$ cat config.mk
export PLATFORM = sky130hd
export DESIGN_NAME = synth_engine
export DESIGN_NICKNAME = d
export VERILOG_FILES = /design/src/synth_pkg.sv /design/src/synth_engine.sv /design/src/voice_mixer.sv /design/src/env_gen.sv /design/src/phase_accum.sv /design/src/note_sync.sv /design/src/frame_sequencer.sv /design/src/slot_counter.sv
export SDC_FILE = /design/constraint.sdc
export NUM_CORES = 1
export LEC_CHECK = 0
export ABC_AREA = 0
export BUFFER_PORTS_ARGS = -buffer_cell sky130_fd_sc_hd__buf_2
export CAP_MARGIN = 20
export CORE_UTILIZATION = 55
export CTS_CLUSTER_DIAMETER = 120
export DETAILED_ROUTE_END_ITERATION = 10
export PLACE_DENSITY = 0.71
export SYNTH_ARGS = -nofsm -noshare
export SYNTH_HDL_FRONTEND = slang
export SYNTH_SLANG_ARGS = --single-unit
$ cat constraint.sdc
create_clock -name reg_clk -period 9.3 [get_ports reg_clk]
set_clock_uncertainty 0.15 [all_clocks]
set_input_delay 0.465 -clock reg_clk [delete_from_list [all_inputs] [get_ports reg_clk]]
set_output_delay 0.465 -clock reg_clk [all_outputs]
set_load 0.01 [all_outputs]
$ cat src/synth_pkg.sv
`default_nettype none

package synth_pkg;

    localparam int num_voices   = 8;
    localparam int voice_width  = $clog2(num_voices);  // = 3
    localparam int phase_width  = 16;
    localparam int level_width  = 8;                   // levels saturate at 0 and 255
    localparam int wave_width   = 8;                   // signed sawtooth sample
    localparam int sample_width = 16;                  // signed mixed output
    localparam int prod_width   = wave_width + level_width + 1;

    // pipeline depth between the last visit and the final accumulate
    localparam int drain_cycles = 2;

    localparam logic reg_sel_pitch = 1'b0;
    localparam logic reg_sel_env   = 1'b1;

    typedef enum logic [1:0] {
        idle,   // waiting for trig
        scan,   // visiting slots 0 to num_voices-1
        drain,  // flushing wave and product registers
        hold    // sample offered until taken
    } seq_state_t;

    // one register word with two readings
    typedef union packed {
        logic [phase_width-1:0] inc;      // reg_sel_pitch
        struct packed {
            logic [level_width-1:0] attack_rate;   // upper byte
            logic [level_width-1:0] release_rate;  // lower byte
        } env;                            // reg_sel_env
    } reg_word_t;

endpackage

`default_nettype wire
$ cat src/synth_engine.sv
`timescale 1ns/1ps
`default_nettype none

module synth_engine (
    input wire                                       reg_clk,
    input wire                                       reset,
    input wire                                       trig,
    input wire                                       note_valid,
    input wire [synth_pkg::voice_width-1:0]          note_voice,
    input wire                                       note_on,
    input wire                                       reg_write,
    input wire [synth_pkg::voice_width-1:0]          reg_voice,
    input wire                                       reg_sel,
    input wire [synth_pkg::phase_width-1:0]          reg_data,
    input wire                                       sample_ready,
    output logic                                     note_ready,
    output logic                                     sample_valid,
    output logic signed [synth_pkg::sample_width-1:0] sample,
    output logic [synth_pkg::num_voices-1:0]         voice_free
);

    logic                                     slot_start;
    logic [synth_pkg::voice_width-1:0]        slot;
    logic                                     slot_last;
    logic                                     slot_en;
    logic                                     busy;
    logic                                     mix_clear;
    logic                                     mix_en;
    logic                                     mix_taken;
    logic [synth_pkg::num_voices-1:0]         keys_on;
    logic signed [synth_pkg::wave_width-1:0]  wave;
    logic [synth_pkg::level_width-1:0]        level;

    slot_counter i_slot_counter (
        .reg_clk      ( reg_clk ),
        .reset        ( reset ),
        .slot_start   ( slot_start ),
        .slot         ( slot ),          // output
        .slot_last    ( slot_last )      // output
    );

    frame_sequencer i_frame_sequencer (
        .reg_clk      ( reg_clk ),
        .reset        ( reset ),
        .trig         ( trig ),
        .slot_last    ( slot_last ),
        .sample_ready ( sample_ready ),
        .mix_taken    ( mix_taken ),
        .slot_start   ( slot_start ),    // output
        .slot_en      ( slot_en ),       // output
        .busy         ( busy ),          // output
        .mix_clear    ( mix_clear ),     // output
        .mix_en       ( mix_en ),        // output
        .sample_valid ( sample_valid )   // output
    );

    note_sync i_note_sync (
        .reg_clk      ( reg_clk ),
        .reset        ( reset ),
        .note_valid   ( note_valid ),
        .note_voice   ( note_voice ),
        .note_on      ( note_on ),
        .busy         ( busy ),
        .note_ready   ( note_ready ),    // output
        .keys_on      ( keys_on )        // output
    );

    phase_accum i_phase_accum (
        .reg_clk      ( reg_clk ),
        .reset        ( reset ),
        .slot         ( slot ),
        .slot_en      ( slot_en ),
        .reg_write    ( reg_write ),
        .reg_voice    ( reg_voice ),
        .reg_sel      ( reg_sel ),
        .reg_data     ( reg_data ),
        .wave         ( wave )           // output
    );

    env_gen i_env_gen (
        .reg_clk      ( reg_clk ),
        .reset        ( reset ),
        .slot         ( slot ),
        .slot_en      ( slot_en ),
        .keys_on      ( keys_on ),
        .reg_write    ( reg_write ),
        .reg_voice    ( reg_voice ),
        .reg_sel      ( reg_sel ),
        .reg_data     ( reg_data ),
        .level        ( level ),         // output
        .voice_free   ( voice_free )     // output
    );

    voice_mixer i_voice_mixer (
        .reg_clk      ( reg_clk ),
        .reset        ( reset ),
        .wave         ( wave ),
        .level        ( level ),
        .mix_clear    ( mix_clear ),
        .mix_en       ( mix_en ),
        .sample_ready ( sample_ready ),
        .sample_valid ( sample_valid ),
        .sample       ( sample ),        // output
        .mix_taken    ( mix_taken )      // output
    );

endmodule

`default_nettype wire

$ cat src/voice_mixer.sv
`timescale 1ns/1ps
`default_nettype none

module voice_mixer (
    input wire                                       reg_clk,
    input wire                                       reset,
    input wire signed [synth_pkg::wave_width-1:0]    wave,
    input wire [synth_pkg::level_width-1:0]          level,
    input wire                                       mix_clear,
    input wire                                       mix_en,
    input wire                                       sample_ready,
    input wire                                       sample_valid,
    output logic signed [synth_pkg::sample_width-1:0] sample,
    output logic                                     mix_taken
);

    logic signed [synth_pkg::prod_width-1:0]   full;
    logic signed [synth_pkg::prod_width-1:0]   scaled;
    logic signed [synth_pkg::sample_width-1:0] prod;
    logic                                      prod_valid;
    logic signed [synth_pkg::sample_width-1:0] acc;

    // level treated as unsigned, so a zero msb is added
    assign full   = wave * $signed({1'b0, level});
    assign scaled = full >>> synth_pkg::level_width;  // floor division by 256

    always_ff @(posedge reg_clk) begin
        if (reset) begin
            prod_valid <= 1'b0;
        end else begin
            prod_valid <= mix_en;
        end
    end

    always_ff @(posedge reg_clk) begin
        prod <= scaled[synth_pkg::sample_width-1:0];  // fits, at most 9 bits of magnitude
    end

    always_ff @(posedge reg_clk) begin
        if (mix_clear) begin
            acc <= '0;
        end else if (prod_valid) begin
            acc <= acc + prod;
        end
    end

    assign sample    = acc;  // steady in hold, nothing accumulates there
    assign mix_taken = sample_valid && sample_ready;

endmodule

`default_nettype wire

$ cat src/env_gen.sv
`timescale 1ns/1ps
`default_nettype none

module env_gen (
    input wire                                 reg_clk,
    input wire                                 reset,
    input wire [synth_pkg::voice_width-1:0]    slot,
    input wire                                 slot_en,
    input wire [synth_pkg::num_voices-1:0]     keys_on,
    input wire                                 reg_write,
    input wire [synth_pkg::voice_width-1:0]    reg_voice,
    input wire                                 reg_sel,
    input wire [synth_pkg::phase_width-1:0]    reg_data,
    output logic [synth_pkg::level_width-1:0]  level,
    output logic [synth_pkg::num_voices-1:0]   voice_free
);

    logic [synth_pkg::level_width-1:0] attack_rate  [synth_pkg::num_voices];
    logic [synth_pkg::level_width-1:0] release_rate [synth_pkg::num_voices];
    logic [synth_pkg::level_width-1:0] lvl          [synth_pkg::num_voices];
    logic [synth_pkg::level_width:0]   rise;   // extra bit catches overflow
    logic [synth_pkg::level_width:0]   fall;   // extra bit catches underflow
    logic [synth_pkg::level_width-1:0] next_lvl;
    synth_pkg::reg_word_t              word;
    logic                              rate_write;

    assign word       = reg_data;
    assign rate_write = reg_write && (reg_sel == synth_pkg::reg_sel_env);

    assign rise = {1'b0, lvl[slot]} + {1'b0, attack_rate[slot]};
    assign fall = {1'b0, lvl[slot]} - {1'b0, release_rate[slot]};

    always_comb begin
        if (keys_on[slot]) begin
            next_lvl = rise[synth_pkg::level_width] ? '1 : rise[synth_pkg::level_width-1:0];
        end else begin
            next_lvl = fall[synth_pkg::level_width] ? '0 : fall[synth_pkg::level_width-1:0];
        end
    end

    always_ff @(posedge reg_clk) begin
        if (reset) begin
            for (int v = 0; v < synth_pkg::num_voices; v++) begin
                attack_rate[v]  <= '0;
                release_rate[v] <= '0;
                lvl[v]          <= '0;
            end
        end else begin
            if (rate_write) begin
                attack_rate[reg_voice]  <= word.env.attack_rate;
                release_rate[reg_voice] <= word.env.release_rate;
            end
            if (slot_en) begin
                lvl[slot] <= next_lvl;  // one step per frame
            end
        end
    end

    always_ff @(posedge reg_clk) begin
        if (slot_en) begin
            level <= next_lvl;  // aligned with wave
        end
    end

    always_comb begin
        for (int v = 0; v < synth_pkg::num_voices; v++) begin
            voice_free[v] = (lvl[v] == '0);
        end
    end

endmodule

`default_nettype wire

$ cat src/phase_accum.sv
`timescale 1ns/1ps
`default_nettype none

module phase_accum (
    input wire                                     reg_clk,
    input wire                                     reset,
    input wire [synth_pkg::voice_width-1:0]        slot,
    input wire                                     slot_en,
    input wire                                     reg_write,
    input wire [synth_pkg::voice_width-1:0]        reg_voice,
    input wire                                     reg_sel,
    input wire [synth_pkg::phase_width-1:0]        reg_data,
    output logic signed [synth_pkg::wave_width-1:0] wave
);

    logic [synth_pkg::phase_width-1:0] inc   [synth_pkg::num_voices];
    logic [synth_pkg::phase_width-1:0] phase [synth_pkg::num_voices];
    logic [synth_pkg::phase_width-1:0] next_phase;
    synth_pkg::reg_word_t              word;
    logic                              inc_write;

    assign word       = reg_data;
    assign inc_write  = reg_write && (reg_sel == synth_pkg::reg_sel_pitch);
    assign next_phase = phase[slot] + inc[slot];  // wraps modulo 2**16

    always_ff @(posedge reg_clk) begin
        if (reset) begin
            for (int v = 0; v < synth_pkg::num_voices; v++) begin
                inc[v]   <= '0;
                phase[v] <= '0;
            end
        end else begin
            if (inc_write) begin
                inc[reg_voice] <= word.inc;
            end
            if (slot_en) begin
                phase[slot] <= next_phase;
            end
        end
    end

    // top byte with msb flipped gives a zero-centered sawtooth
    always_ff @(posedge reg_clk) begin
        if (slot_en) begin
            wave <= {~next_phase[synth_pkg::phase_width-1],
                     next_phase[synth_pkg::phase_width-2 -: synth_pkg::wave_width-1]};
        end
    end

endmodule

`default_nettype wire

$ cat src/note_sync.sv
`timescale 1ns/1ps
`default_nettype none

module note_sync (
    input wire                                 reg_clk,
    input wire                                 reset,
    input wire                                 note_valid,
    input wire [synth_pkg::voice_width-1:0]    note_voice,
    input wire                                 note_on,
    input wire                                 busy,
    output logic                               note_ready,
    output logic [synth_pkg::num_voices-1:0]   keys_on
);

    logic note_take;

    assign note_ready = ~busy;  // events only between frames
    assign note_take  = note_valid && note_ready;

    always_ff @(posedge reg_clk) begin
        if (reset) begin
            keys_on <= '0;
        end else if (note_take) begin
            keys_on[note_voice] <= note_on;  // 1 key on, 0 key off
        end
    end

endmodule

`default_nettype wire

$ cat src/frame_sequencer.sv
`timescale 1ns/1ps
`default_nettype none

module frame_sequencer (
    input wire      reg_clk,
    input wire      reset,
    input wire      trig,
    input wire      slot_last,
    input wire      sample_ready,
    input wire      mix_taken,
    output logic    slot_start,
    output logic    slot_en,
    output logic    busy,
    output logic    mix_clear,
    output logic    mix_en,
    output logic    sample_valid
);

    synth_pkg::seq_state_t state;
    logic                  drain_cnt;  // counts the drain cycles
    logic                  trig_take;

    assign trig_take  = (state == synth_pkg::idle) && trig;  // trig outside idle is dropped
    assign slot_start = trig_take;
    assign mix_clear  = trig_take;
    assign slot_en    = (state == synth_pkg::scan);
    assign busy       = (state != synth_pkg::idle) || trig;  // notes wait for the next frame

    always_ff @(posedge reg_clk) begin
        if (reset) begin
            state        <= synth_pkg::idle;
            drain_cnt    <= 1'b0;
            mix_en       <= 1'b0;
            sample_valid <= 1'b0;
        end else begin
            mix_en <= slot_en;  // wave and level arrive one cycle after the visit
            case (state)
                synth_pkg::idle: begin
                    if (trig_take) begin
                        state <= synth_pkg::scan;
                    end
                end
                synth_pkg::scan: begin
                    if (slot_last) begin
                        state     <= synth_pkg::drain;
                        drain_cnt <= 1'b0;
                    end
                end
                synth_pkg::drain: begin
                    if (drain_cnt == 1'(synth_pkg::drain_cycles - 1)) begin
                        state <= synth_pkg::hold;
                    end else begin
                        drain_cnt <= drain_cnt + 1'b1;
                    end
                end
                synth_pkg::hold: begin
                    if (mix_taken) begin
                        state        <= synth_pkg::idle;
                        sample_valid <= 1'b0;
                    end else begin
                        sample_valid <= 1'b1;  // rises one cycle after entering hold
                    end
                end
                default: state <= synth_pkg::idle;
            endcase
        end
    end

endmodule

`default_nettype wire

$ cat src/slot_counter.sv
`timescale 1ns/1ps
`default_nettype none

module slot_counter (
    input wire                                 reg_clk,
    input wire                                 reset,
    input wire                                 slot_start,
    output logic [synth_pkg::voice_width-1:0]  slot,
    output logic                               slot_last
);

    logic running;  // high while a scan is in progress

    assign slot_last = running &&
                       (slot == synth_pkg::voice_width'(synth_pkg::num_voices - 1));

    always_ff @(posedge reg_clk) begin
        if (reset) begin
            slot    <= '0;
            running <= 1'b0;
        end else if (slot_start) begin
            slot    <= '0;  // first voice on the next cycle
            running <= 1'b1;
        end else if (running) begin
            if (slot_last) begin
                running <= 1'b0;  // park on the last voice
            end else begin
                slot <= slot + 1'b1;
            end
        end
    end

endmodule

`default_nettype wire

Yosys cells after proc, flatten, opt, wreduce, memory -nomap -nowiden:

Memory sizes are Yosys's and may differ from the RTL's. A register that Yosys moved wholly into a read port is not among the register bits.
Index checks and enable logic that the tools add are counted.

* register bits after elaboration: 59
* bits in latches: 0
* RAM bits: 448
* bits in read-only memories: 0
* bits of input ports: 30
* output and inout port bits: 26
* word-level logic and storage cells: 123
* memories: 5

Memory list
* i_phase_accum.inc: depth 8, bits a word 16, rd ports 1, clocked after memory_dff 1, wr ports 8, RTL line phase_accum.sv:16 `logic [synth_pkg::phase_width-1:0] inc [synth_pkg::num_voices];`
* i_phase_accum.phase: depth 8, bits a word 16, rd ports 1, clocked after memory_dff 1, wr ports 8, RTL line phase_accum.sv:17 `logic [synth_pkg::phase_width-1:0] phase [synth_pkg::num_voices];`
* i_env_gen.attack_rate: depth 8, bits a word 8, rd ports 1, clocked after memory_dff 1, wr ports 8, RTL line env_gen.sv:18 `logic [synth_pkg::level_width-1:0] attack_rate [synth_pkg::num_voices];`
* i_env_gen.lvl: depth 8, bits a word 8, rd ports 9, clocked after memory_dff 1, wr ports 8, RTL line env_gen.sv:20 `logic [synth_pkg::level_width-1:0] lvl [synth_pkg::num_voices];`
* i_env_gen.release_rate: depth 8, bits a word 8, rd ports 1, clocked after memory_dff 1, wr ports 8, RTL line env_gen.sv:19 `logic [synth_pkg::level_width-1:0] release_rate [synth_pkg::num_voices];`

* add/sub/neg operators: 6
* multipliers: 1
* div/mod/pow operators: 0
* order comparisons: 3
* eq/ne operators: 8
* shift-type cells: 0
* multiplexer cells: 56
* bitwise gates (word level): 4
* reductions and logical operators: 28

Operators with widths (count)
* 8-bit zero test: 8
* 8-bit 2-to-1 mux: 6
* 3-bit 2-to-1 mux: 15
* 16-bit 2-to-1 mux: 2
* 16-bit OR reduction: 2
* 1-bit 2-to-1 mux: 24
* 8-bit OR reduction: 3
* 8-bit by 9-bit multiplier with 17-bit output: 1
* 16-bit adder: 1
* 16-bit by 9-bit adder with 16-bit output: 1
* 8-bit by 8-bit adder with 9-bit output: 1
* 8-bit by 8-bit subtractor with 9-bit output: 1
* 8-bit bitwise mux: 1
* 3-bit by 4-bit < comparator with 1-bit output, second input constant: 2
* 2-bit 2-to-1 mux: 4
* 2-bit case mux with 4 select lines: 1
* 1-bit logical AND: 7
* 2-bit by 1-bit != test with 1-bit output, second input constant: 3
* 2-bit equality test, second input constant: 2
* 1-bit NOT: 4
* 2-bit AND reduction: 2
* 4-bit AND reduction: 1
* 2-bit nonzero test: 2
* 3-bit by 1-bit adder with 3-bit output, second input constant: 1
* 11 further kinds: 11

Longest topological paths before layout:

Gate-level depths: netlist of the first run.

* depth after elaboration: 7
* gate-level depth with buffers: 17
* gate-level depth less buffers: 16

Hierarchy:

From an unflattened synthesis of the first run, not the netlist that was laid out.

* cell total of the unflattened synthesis: 2217
* area, all modules: 26932.1 um^2

Modules (own cells, without submodules)
* phase_accum: times used 1, cells an instance 927, area an instance 12270.5 um^2, seq. area each 7927.6 um^2
* env_gen: times used 1, cells an instance 802, area an instance 10206.0 um^2, seq. area each 6005.8 um^2
* voice_mixer: times used 1, cells an instance 403, area an instance 3558.4 um^2, seq. area each 520.5 um^2
* note_sync: times used 1, cells an instance 39, area an instance 417.9 um^2, seq. area each 160.2 um^2
* frame_sequencer: times used 1, cells an instance 30, area an instance 296.5 um^2, seq. area each 100.1 um^2
* slot_counter: times used 1, cells an instance 16, area an instance 182.7 um^2, seq. area each 80.1 um^2

Least setup slack after synthesis of the first run:

No wires, ideal clock.

* kind: reg-to-reg
* start point: register i_phase_accum.wave[7] (netlist name)
* end point: register, netlist name i_voice_mixer.prod[8]
* library setup time: 121 ps
* arrival: 4431 ps
* data required time: 9029 ps
* setup slack: 4598 ps
* cell stages (with the launch flop): 16
* path buffers: 0
* clock period less this slack: 4702 ps
* cell sequence: edfxtp_1 > inv_1 > fa_1 > fa_1 > inv_1 > fa_1 > inv_1 > fa_1 > inv_1 > ha_1 > and4b_1 > a221oi_1 > o21ai_0 > o31ai_1 > o221ai_1 > xnor2_1

* cells in the longest elaborated chain, start to end: 1

Ends and longest elaborated chain
* start, declared: RTL line phase_accum.sv:13 `output logic signed [synth_pkg::wave_width-1:0] wave`
* start signal, assigned: RTL line phase_accum.sv:45 `wave <= {~next_phase[synth_pkg::phase_width-1],`
* 8-bit by 9-bit multiplier with 17-bit output: RTL line voice_mixer.sv:24 `assign full = wave * $signed({1'b0, level});`
* named net i_voice_mixer.full (one bit): RTL line voice_mixer.sv:17 `logic signed [synth_pkg::prod_width-1:0] full;`

The timed path passes the listed nets, and every way through them passes these cells.
A chain may end at the register's enable or synchronous reset.

==> flow_summary.toml, run 1 <==
[floorplanning]
die_area_sq_um = 49180
rows = 80
ios = 56
die_w_um = 221.8
initial_core_util_pct = 55.75
die_y_um = 221.8
coreArea_sq_um = 47650

[job]
maxCapViolCount = 0

[logic_synthesis]
synth-edff-count = 464
netlist_instances = 1994
ys_seq_area_share_pct = 55.92
yosysTopAreaCell = "edfxtp_1"
ys_seq_elements = 510
synthTopCellsByCount = "edfxtp_1, and2_1, nor2_1"
async_flop_share_pct = 0
synth_ff_type = "edfxtp_1"
avgSynthCellArea_sq_um = 13.32
synthTopCellsByArea = "edfxtp_1, mux4_2, and2_1"
synth.yosys.warnings = 0
synth_nets = 2157
synth_top_area_share_pct = 52.45
synth_area_sq_um = 26560
synth_cell_types = 66
synth_most_common_cell = "edfxtp_1"

[timing]
rsz0062_at_grt = "no"
fin_crit_ns = 5.236
timing.fmax_mhz = 191.0
relSlewSlack_pct = 28.57
fin_tns_setup_ns = 0
hold_viol = 0
setup_viol = 0
drv_slew = 0
tightest_slew_ns = 1.062
fin_crit_sh_pct = 56.30

[cts]
clkTransAtPathRegs_ns = 0.06
cts_buffer_depth = 3
post_cts_buffers = 0
h-tree-depth = 2
cts_tree = "yes"
cts-root-buf = "clkbuf_16"
clock_sinks = 510
clkLatencyLatePin_ns = 0.61
cts_made_buffers = 52

[hold_path]
min_to = "i_note_sync.keys_on[2]"
worst_hold_path.num_cells = 3
hp-start = "note_on"
hp-class = "in2reg"

[setup_path]
slowest_stage = "nor3_1"
end_kind = "flip-flop"
rr_worst_depth = 13
path_cells = "buf_12 -> mux4_2 -> mux2i_1 -> inv_1 -> ha_1 -> inv_1 -> fa_1 -> nor2b_1 -> o31a_1 -> o21bai_1 -> a21boi_1 -> nor3_1 -> o32ai_1"
r2r_slack_ns = 4.06
worst-setup-path-type = "reg2reg"
cp_common_cell = "inv_1"
crit_path_max_fanout = 94
critPathMaxStageDelay_ns = 0.82
path_delay_family = "compound AO/OA/AOI/OAI gates"
cp_num_buf_inv = 3
r2r_end = "i_env_gen.level[3]"
worst-endpoint-arrival_ns = 5.35
required_ns = 9.42
startpoint_type = "flip-flop"

[route]
drt_pass1_iterations = 5
vias_per_cell = 6.088
finalWirelength_um = 61700
drc = 0
drtIter0Drc = 1690
ant_nets = 0
vias = 16359
routedWlPerCell_um = 22.96

[finish]
drive_above_1_share_pct = 17.18
area_delta_synth_final_pct = 9.863
fin_cells = 2687
diodes = 0
final_nets = 2194

[placement]
gp_congestion = 0.9206
port_buffers = 55
dp.cells = 2587
dp_hpwl_um = 39410

[outcome]
status = "finished clean"

[pwr]
leakage_nw = 10.79
power_density_nw_per_um2 = 297.0
vdd_drop_max_mv = 0.4046
total_power_mw = 8.668

[global_route]
grt_max_degree = 95
grt_pass1_vias = 16774
antenna_found_initial = 0
grt_pass1_wl_um = 95410
grt-ovfl-total = 0
grt.total_usage_pct = 25.42
power breakdown:
| part | switching [mW] | internal, mW | total, mW |
|---|---|---|---|
| clock network | 0.890 | 1.21 | 2.10 |
| registers | 0.156 | 2.78 | 2.93 |
| logic | 2.09 | 1.54 | 3.63 |
| total | 3.14 | 5.53 | 8.67 |
layer usage:
| layer | up-vias | track usage [%] | routed length [um] |
|---|---|---|---|
| li1 | 7463 | - | - |
| met1 | 8201 | 33.61 | 25340 |
| met2 | 588 | 43.65 | 30840 |
| met3 | 107 | 3.141 | 3750 |
| met4 | 0 | 8.625 | 1774 |
| met5 | - | 0 | 0 |
kinds of logic after synthesis:
kind of cell,synth area share [%]
simple gates,14.62
flops,55.92
compound gates,5.685
buf+inv,2.803
mux,12.58
fa+ha+maj,7.367
xor+xnor,1.022
stage by stage:
stage          setup WS (ns)  area, sq um  util (%)  hold slack, ns
2_1_floorplan          4.598        26560         -          0.2638
3_3_place_gp           4.177        27450     57.62          0.2714
3_5_place_dp           3.989        27450     57.62          0.2938
4_1_cts                3.982        29160     61.20         0.04765
5_1_grt                3.647        29180     61.25         0.09009
6_report               4.064        29180     61.25         0.06119
area by class of cell:
cell class	instances	area (sq um)
Fill cell	3688	18460
Sequential cell	510	14860
Multi-Input combinational cell	1293	10980
Clock buffer	63	1364
Tap cell	615	769.5
Timing Repair Buffer	94	578.1
Clock inverter	32	334.1
Inverter	80	300.3
worst register-to-register path: stages (launching register included):
cell and delay [ns]:
dfxtp_4 0.61, buf_12 0.65, mux4_2 0.66, mux2i_1 0.34, inv_1 0.09, ha_1 0.24
inv_1 0.08, fa_1 0.22, nor2b_1 0.08, o31a_1 0.29, o21bai_1 0.16, a21boi_1 0.18
nor3_1 0.82, o32ai_1 0.33
worst max-delay path by stage:
stage | to | slack [ns] | cells past startpoint
6_report | i_env_gen.level[3] | 4.06 | 13
5_1_grt | i_env_gen.level[3] | 3.65 | 13
4_1_cts | i_env_gen.lvl[1][1] | 3.98 | 13
3_5_place_dp | i_env_gen.lvl[1][1] | 3.99 | 13
3_3_place_gp | i_voice_mixer.prod[8] | 4.18 | 15
2_1_floorplan | i_voice_mixer.prod[8] | 4.60 | 15
registers in the layout, summed over array words and instances, names as in the netlist, named ones only:
register,flops
i_frame_sequencer.drain_cnt,1
i_frame_sequencer.sample_valid,1
i_slot_counter.running,1
i_env_gen.attack_rate,64
i_frame_sequencer.state,2
i_voice_mixer.prod_valid,1
i_slot_counter.slot,3
i_env_gen.level,8
i_voice_mixer.prod,9
i_phase_accum.phase,128
i_phase_accum.wave,8
i_frame_sequencer.mix_en,1
i_phase_accum.inc,128
i_env_gen.lvl,64
i_voice_mixer.sample,16
i_env_gen.release_rate,64
i_note_sync.keys_on,8
timing repair:
action                                 in CTS  in global routing
endpoints found under the hold margin       1                  0
hold buffers                                1                  0
gates resized for setup                     0                  0
cells in the final DEF (no fill, tap or decap), types with 10 or more instances in the layout:
cell type,instances
nor3_1,61
a21o_1,20
and2_1,298
or2_2,20
nor2b_1,15
ha_1,94
fa_1,39
clkbuf_16,53
mux2i_1,29
xnor2_1,21
a211oi_1,11
o21ai_0,39
o21a_1,11
o32ai_1,25
a21oi_1,55
nor2_1,178
mux4_2,114
buf_4,35
or4_1,17
mux2_2,43
nand2_1,50
nand3_1,17
nand2b_1,15
dfxtp_1,43
clkbuf_1,10
or3_1,13
o22ai_1,13
inv_1,80
buf_2,55
clkinv_1,13
edfxtp_1,464
xor2_1,10
(Power assumes the default switching activity.)
==> inputs of run 2 (changes only) <==
--- a/config.mk
+++ b/config.mk
@@ -5,7 +5,7 @@
 export SDC_FILE = /design/constraint.sdc
 export NUM_CORES = 1
 export LEC_CHECK = 0
-export ABC_AREA = 0
+export ABC_AREA = 1
 export BUFFER_PORTS_ARGS = -buffer_cell sky130_fd_sc_hd__buf_2
 export CAP_MARGIN = 20
 export CORE_UTILIZATION = 55
==> constraint.sdc (replaced) <==
create_clock -name reg_clk -period 5.3 [get_ports reg_clk]
set_clock_uncertainty 0.15 [all_clocks]
set_input_delay 0.265 -clock reg_clk [delete_from_list [all_inputs] [get_ports reg_clk]]
set_output_delay 0.265 -clock reg_clk [all_outputs]
set_load 0.01 [all_outputs]
==> flow_summary.toml, run 2 <==
[global_route]
antenna_found_initial = 0
grt-ovfl-total = 0
grt_pass1_vias = 20358
grt.total_usage_pct = 27.98
grt_max_degree = 88
grt_pass1_wl_um = 109300

[setup_path]
required_ns = 5.47
end_kind = "flip-flop"
worst-endpoint-arrival_ns = 4.47
startpoint_type = "flip-flop"
critPathCapture = "i_phase_accum.phase[4][7]"
r2r_end = "i_phase_accum.phase[4][7]"
crit_path_max_fanout = 87
rr_worst_depth = 12
r2r_slack_ns = 1.00
worst-setup-path-type = "reg2reg"

[finish]
multiInputGateArea_sq_um = 10370
largestRegisters = "i_phase_accum.inc x128, i_phase_accum.phase x128"
fin_cells = 3686
diodes = 0
final_core_util_pct = 60.51
fin_area_sq_um = 29560
final_common_cell = "nor2_1"
final_nets = 3141
fillCellCount = 4250
regArea_sq_um = 14860
drive_above_1_share_pct = 7.512
area_delta_synth_final_pct = 8.816
most-common-layout-cells = "nor2_1, nand2_1, edfxtp_1, inv_1, o21ai_0"

[floorplanning]
coreArea_sq_um = 48850
initial_core_util_pct = 55.61
ios = 56
die_w_um = 224.2
die_y_um = 224.2
die_area_sq_um = 50290
rows = 81

[cts]
clock_sinks = 510
clkTransAtPathRegs_ns = 0.06
h-tree-depth = 2
post_cts_buffers = 0
clkLatencyLatePin_ns = 0.62
cts_tree = "yes"
cts_buffer_depth = 3
cts_made_buffers = 52
cts-root-buf = "clkbuf_16"

[timing]
rsz0062_at_grt = "no"
relSlewSlack_pct = 32.58
fin_crit_sh_pct = 81.12
timing.fmax_mhz = 232.6
hold_viol = 0
drv_slew = 0
setup_viol = 0
tightest_slew_ns = 1.009
fin_crit_ns = 4.299
fin_tns_setup_ns = 0

[placement]
port_buffers = 55
dp.cells = 3573
dp_hpwl_um = 44520
placed_area_sq_um = 27770
gp_congestion = 0.9093

[outcome]
status = "finished clean"

[logic_synthesis]
synth_top_area_share_pct = 51.29
synth_area_sq_um = 27170
synth-edff-count = 464
synth-adder-area-share_pct = 7.203
synthTopCellsByArea = "edfxtp_1, nor2_1, nand2_1"
synth_top_family_by_area = "simple AND/OR/NAND/NOR gates"
netlist_instances = 2985
synthTopCellsByCount = "nor2_1, nand2_1, edfxtp_1"
synth_nets = 3148
async_flop_share_pct = 0
yosys.area_share.xor_xnor_pct = 0.7738
synth.mux.area_fraction_pct = 0
ys_seq_area_share_pct = 54.68
synth_cell_types = 46
yosysTopAreaCell = "edfxtp_1"
synthSimpleGateAreaFrac_pct = 20.23
avgSynthCellArea_sq_um = 9.101
synth_compound_area_share_pct = 9.976
synth_most_common_cell = "nor2_1"
ys_seq_elements = 510
synth_ff_type = "edfxtp_1"
synth.yosys.warnings = 0

[pwr]
power_density_nw_per_um2 = 667.6
p_sw_mw = 9.114
p_int_mw = 10.62
power.share.clock_pct = 18.0
comb_power_share_pct = 54.9
vdd_drop_max_mv = 0.9743
leakage_nw = 12.69
netSwitchingFraction_pct = 46.18
p_seq_share_pct = 27.0

[route]
drc = 0
routedWlPerCell_um = 18.98
vias = 21025
drtIter0Drc = 2112
vias_per_cell = 5.704
finalWirelength_um = 69980
drt_pass1_iterations = 6
ant_nets = 0

[job]
maxCapViolCount = 0

[hold_path]
hp-class = "in2reg"
hp-start = "trig"
-- run 2: changes by cell type in the layout (fill, tap and decap cells not counted), moves of 29 or more --
| cell | previous run | this run |
|---|---|---|
| a21oi_1 | 55 | 139 |
| and2_1 | 298 | 7 |
| inv_1 | 80 | 296 |
| mux2_2 | 43 | 0 |
| mux2i_1 | 29 | 0 |
| mux4_2 | 114 | 0 |
| nand2_1 | 50 | 499 |
| nand3_1 | 17 | 68 |
| nor2_1 | 178 | 661 |
| nor3_1 | 61 | 11 |
| o21ai_0 | 39 | 229 |
| o22ai_1 | 13 | 90 |
-- run 2: worst max-delay path, stage by stage (launching register included) --
cell and delay, ns:
dfxtp_4 0.78, inv_6 0.40, buf_4 0.35, o21ai_0 0.20, o22ai_1 0.12, nand2_1 0.08, nand2_1 0.11, ha_1 0.35
or2_2 0.31, nand3_1 0.09, nand2_1 0.15, xnor2_1 0.71, nor2_1 0.10
-- run 2: metal layers --
| metal | wire, um | GRT usage [%] | vias to the layer above |
|---|---|---|---|
| li1 | - | - | 9948 |
| met1 | 28730 | 36.79 | 10068 |
| met2 | 34250 | 48.29 | 874 |
| met3 | 5241 | 4.050 | 135 |
| met4 | 1758 | 8.097 | 0 |
| met5 | 0 | 0 | - |
-- run 2: layout make-up --
type | count | area share (%)
clock buffer | 72 | 4.910
sequential | 510 | 50.28
timing repair buffer | 97 | 2.209
clock inverter | 26 | 0.6307
inverter | 316 | 4.072
tap | 664 | 2.810
multi-input combinational | 2001 | 35.09
-- run 2: worst min path at each step --
| stage | endpoint | slack, ns | depth (start not counted) |
|---|---|---|---|
| 2_1_floorplan | i_frame_sequencer.mix_en | 0.21 | 1 |
| 3_3_place_gp | i_voice_mixer.prod_valid | 0.24 | 2 |
| 3_5_place_dp | i_voice_mixer.prod_valid | 0.25 | 2 |
| 4_1_cts | i_slot_counter.running | 0.01 | 3 |
| 5_1_grt | i_slot_counter.running | 0.05 | 3 |
| 6_report | i_slot_counter.running | 0.02 | 3 |
-- run 2: what timing repair did --
action | CTS | global route
resized for setup | 0 | 0
hold endpoints to repair | 14 | 0
hold buffers | 15 | 0
-- run 2: cell families (layout without fill, tap and decap cells) --
kind of cell / Yosys count / after routing
simple gates: 1339 / 1339
flops: 510 / 510
compound gates: 505 / 505
buf+inv: 474 / 511
fa+ha+maj: 133 / 133
xor+xnor: 24 / 24
-- run 2: through the flow --
stage	setup WS (ns)	total power [mW]	hold WS [ns]
detailed placement	1.087	16.15	0.2512
finish	1.001	19.73	0.02155
global placement	1.151	15.95	0.2424
floorplan	1.431	13.40	0.2095
CTS	1.080	19.72	0.01235
global route	0.6780	21.37	0.04888
-- run 2: power by group through the flow --
stage | clock network (mW) | registers (mW) | logic, mW
after floorplan | 0 | 5.19 | 8.21
after CTS | 3.57 | 5.33 | 10.8
final | 3.56 | 5.34 | 10.8
after detailed placement | 0 | 5.42 | 10.7
after global routing | 3.73 | 5.38 | 12.3
after global placement | 0 | 5.40 | 10.6
==> inputs of run 3 (changes only) <==
==> constraint.sdc (replaced) <==
create_clock -name reg_clk -period 4.35 [get_ports reg_clk]
set_clock_uncertainty 0.15 [all_clocks]
set_input_delay 0.2175 -clock reg_clk [delete_from_list [all_inputs] [get_ports reg_clk]]
set_output_delay 0.2175 -clock reg_clk [all_outputs]
set_load 0.01 [all_outputs]
==> flow_summary.toml, run 3 (synthesis results as in run 2) <==
[setup_path]
path_cells = "clkinvlp_4 -> nor2_1 -> fa_1 -> fa_1 -> fa_1 -> inv_1 -> fa_1 -> inv_1 -> ha_1 -> a21oi_2 -> o21ai_0 -> a21oi_1 -> nand2_1 -> nand2_1 -> nand2_1"
end_kind = "flip-flop"
slowest_stage = "fa_1"
worst-setup-path-type = "reg2reg"
required_ns = 4.70
startpoint_type = "flip-flop"
critPathMaxStageDelay_ns = 0.49
worst-endpoint-arrival_ns = 4.45
cp_common_cell = "fa_1"
crit_path_max_fanout = 7

[floorplanning]
die_y_um = 224.2
rows = 81
initial_core_util_pct = 55.61
die_w_um = 224.2
coreArea_sq_um = 48850
die_area_sq_um = 50290
ios = 56

[finish]
multiInputGateArea_sq_um = 10380
fillCellCount = 4162
most-common-layout-cells = "nor2_1, nand2_1, edfxtp_1, inv_1, o21ai_0"
regArea_sq_um = 14860
drive_above_1_share_pct = 8.108
final_nets = 3159
area_delta_synth_final_pct = 9.603
largestRegisters = "i_phase_accum.inc x128, i_phase_accum.phase x128"
fin_area_sq_um = 29770
diodes = 0
final_common_cell = "nor2_1"

[placement]
dp_hpwl_um = 45090
gp_congestion = 0.9186
port_buffers = 55
placed_area_sq_um = 27940

[global_route]
grt_pass1_wl_um = 107800
grt-ovfl-total = 0
grt.total_usage_pct = 27.64
grt_max_degree = 108
grt_pass1_vias = 20330
antenna_found_initial = 0

[cts]
cts-root-buf = "clkbuf_16"
clkTransAtPathRegs_ns = 0.06
h-tree-depth = 2
clkLatencyLatePin_ns = 0.60
cts_made_buffers = 52
cts_tree = "yes"
clock_sinks = 510
cts_buffer_depth = 3

[timing]
hold_slack_ns = 0.04366
tightest_slew_ns = 0.9081
fin_tns_setup_ns = 0
drv_slew = 0
setup_viol = 0
hold_viol = 0
fin_crit_ns = 4.108
rsz0062_at_grt = "no"
relSlewSlack_pct = 39.37
fin_crit_sh_pct = 94.44
timing.fmax_mhz = 243.4

[route]
finalWirelength_um = 69590
met1_length_um = 27530
ant_nets = 0
routedWlPerCell_um = 18.82
drt_pass1_iterations = 6
drc = 0
drtIter0Drc = 2437
vias_per_cell = 5.689
wl_met2_um = 34520
route.met3.wl_um = 5666
top_layer_used = "met4"
vias = 21037

[outcome]
status = "finished clean"

[hold_path]
hp-class = "in2reg"

[pwr]
comb_power_share_pct = 55.7
p_seq_share_pct = 26.4
vdd_drop_max_mv = 1.040
p_int_mw = 13.25
leakage_nw = 12.79
netSwitchingFraction_pct = 45.61
power_density_nw_per_um2 = 818.4
power.share.clock_pct = 17.9
p_sw_mw = 11.11

[job]
maxCapViolCount = 0
-- run 3: power groups by stage --
stage                     combinational, mW  clock, mW  sequential, mW
final                                  13.6       4.36            6.43
after global routing                   15.4       4.55            6.48
after CTS                              13.4       4.40            6.43
after detailed placement               13.3          0            6.53
after global placement                 13.1          0            6.50
after floorplan                        10.0          0            6.33
-- run 3: what timing repair did --
action,in CTS,in global routing
endpoints found under the setup margin,0,6
endpoints found under the hold margin,17,0
setup buffers,0,2
hold buffers,17,0
resized for setup,0,3
-- run 3: path summary, 6_finish.rpt --
| path | from | to | slack (ns) | depth (start not counted) |
|---|---|---|---|---|
| worst max-delay path | i_phase_accum.wave[7] | i_voice_mixer.prod[8] | 0.24 | 15 |
| worst min register to register | i_frame_sequencer.mix_en | i_voice_mixer.prod_valid | 0.26 | 2 |
| worst min-delay path | note_valid | i_note_sync.keys_on[7] | 0.04 | 4 |
| worst max register to register | i_phase_accum.wave[7] | i_voice_mixer.prod[8] | 0.24 | 15 |
-- run 3: cell type report --
type                       instances  share of cell area [%]
clock buffer                      67                   4.803
clock inverter                    25                  0.6976
inverter                         316                   4.055
multi-input combinational       2001                   34.86
sequential                       510                   49.92
tap                              664                   2.790
timing repair buffer             115                   2.874
-- run 3: critical path: cells and delay by family (launching register included) --
family | cells | cell delay, ns
flip-flops | 1 | 0.45
buffers and inverters | 3 | 0.30
AND/OR/NAND/NOR | 4 | 0.34
adder cells (fa/ha/maj) | 5 | 2.21
AO/OA/AOI/OAI | 3 | 0.54
-- run 3: metal layers --
layer | GRT usage, % | up-vias
met5 | 0 | -
met4 | 8.690 | 0
met3 | 3.828 | 141
met2 | 48.60 | 938
met1 | 35.38 | 9997
li1 | - | 9961
-- run 3: stage by stage --
stage               power, mW  cells  worst slack, ns  utilization [%]
floorplan               16.33   2985           0.4815                -
global placement        19.65   3587           0.2436            57.20
detailed placement      19.87   3587           0.1448            57.20
CTS                     24.26   3696           0.1136            60.90
global route            26.47   3698          0.03286            60.95
finish                  24.37   3698           0.2420            60.95
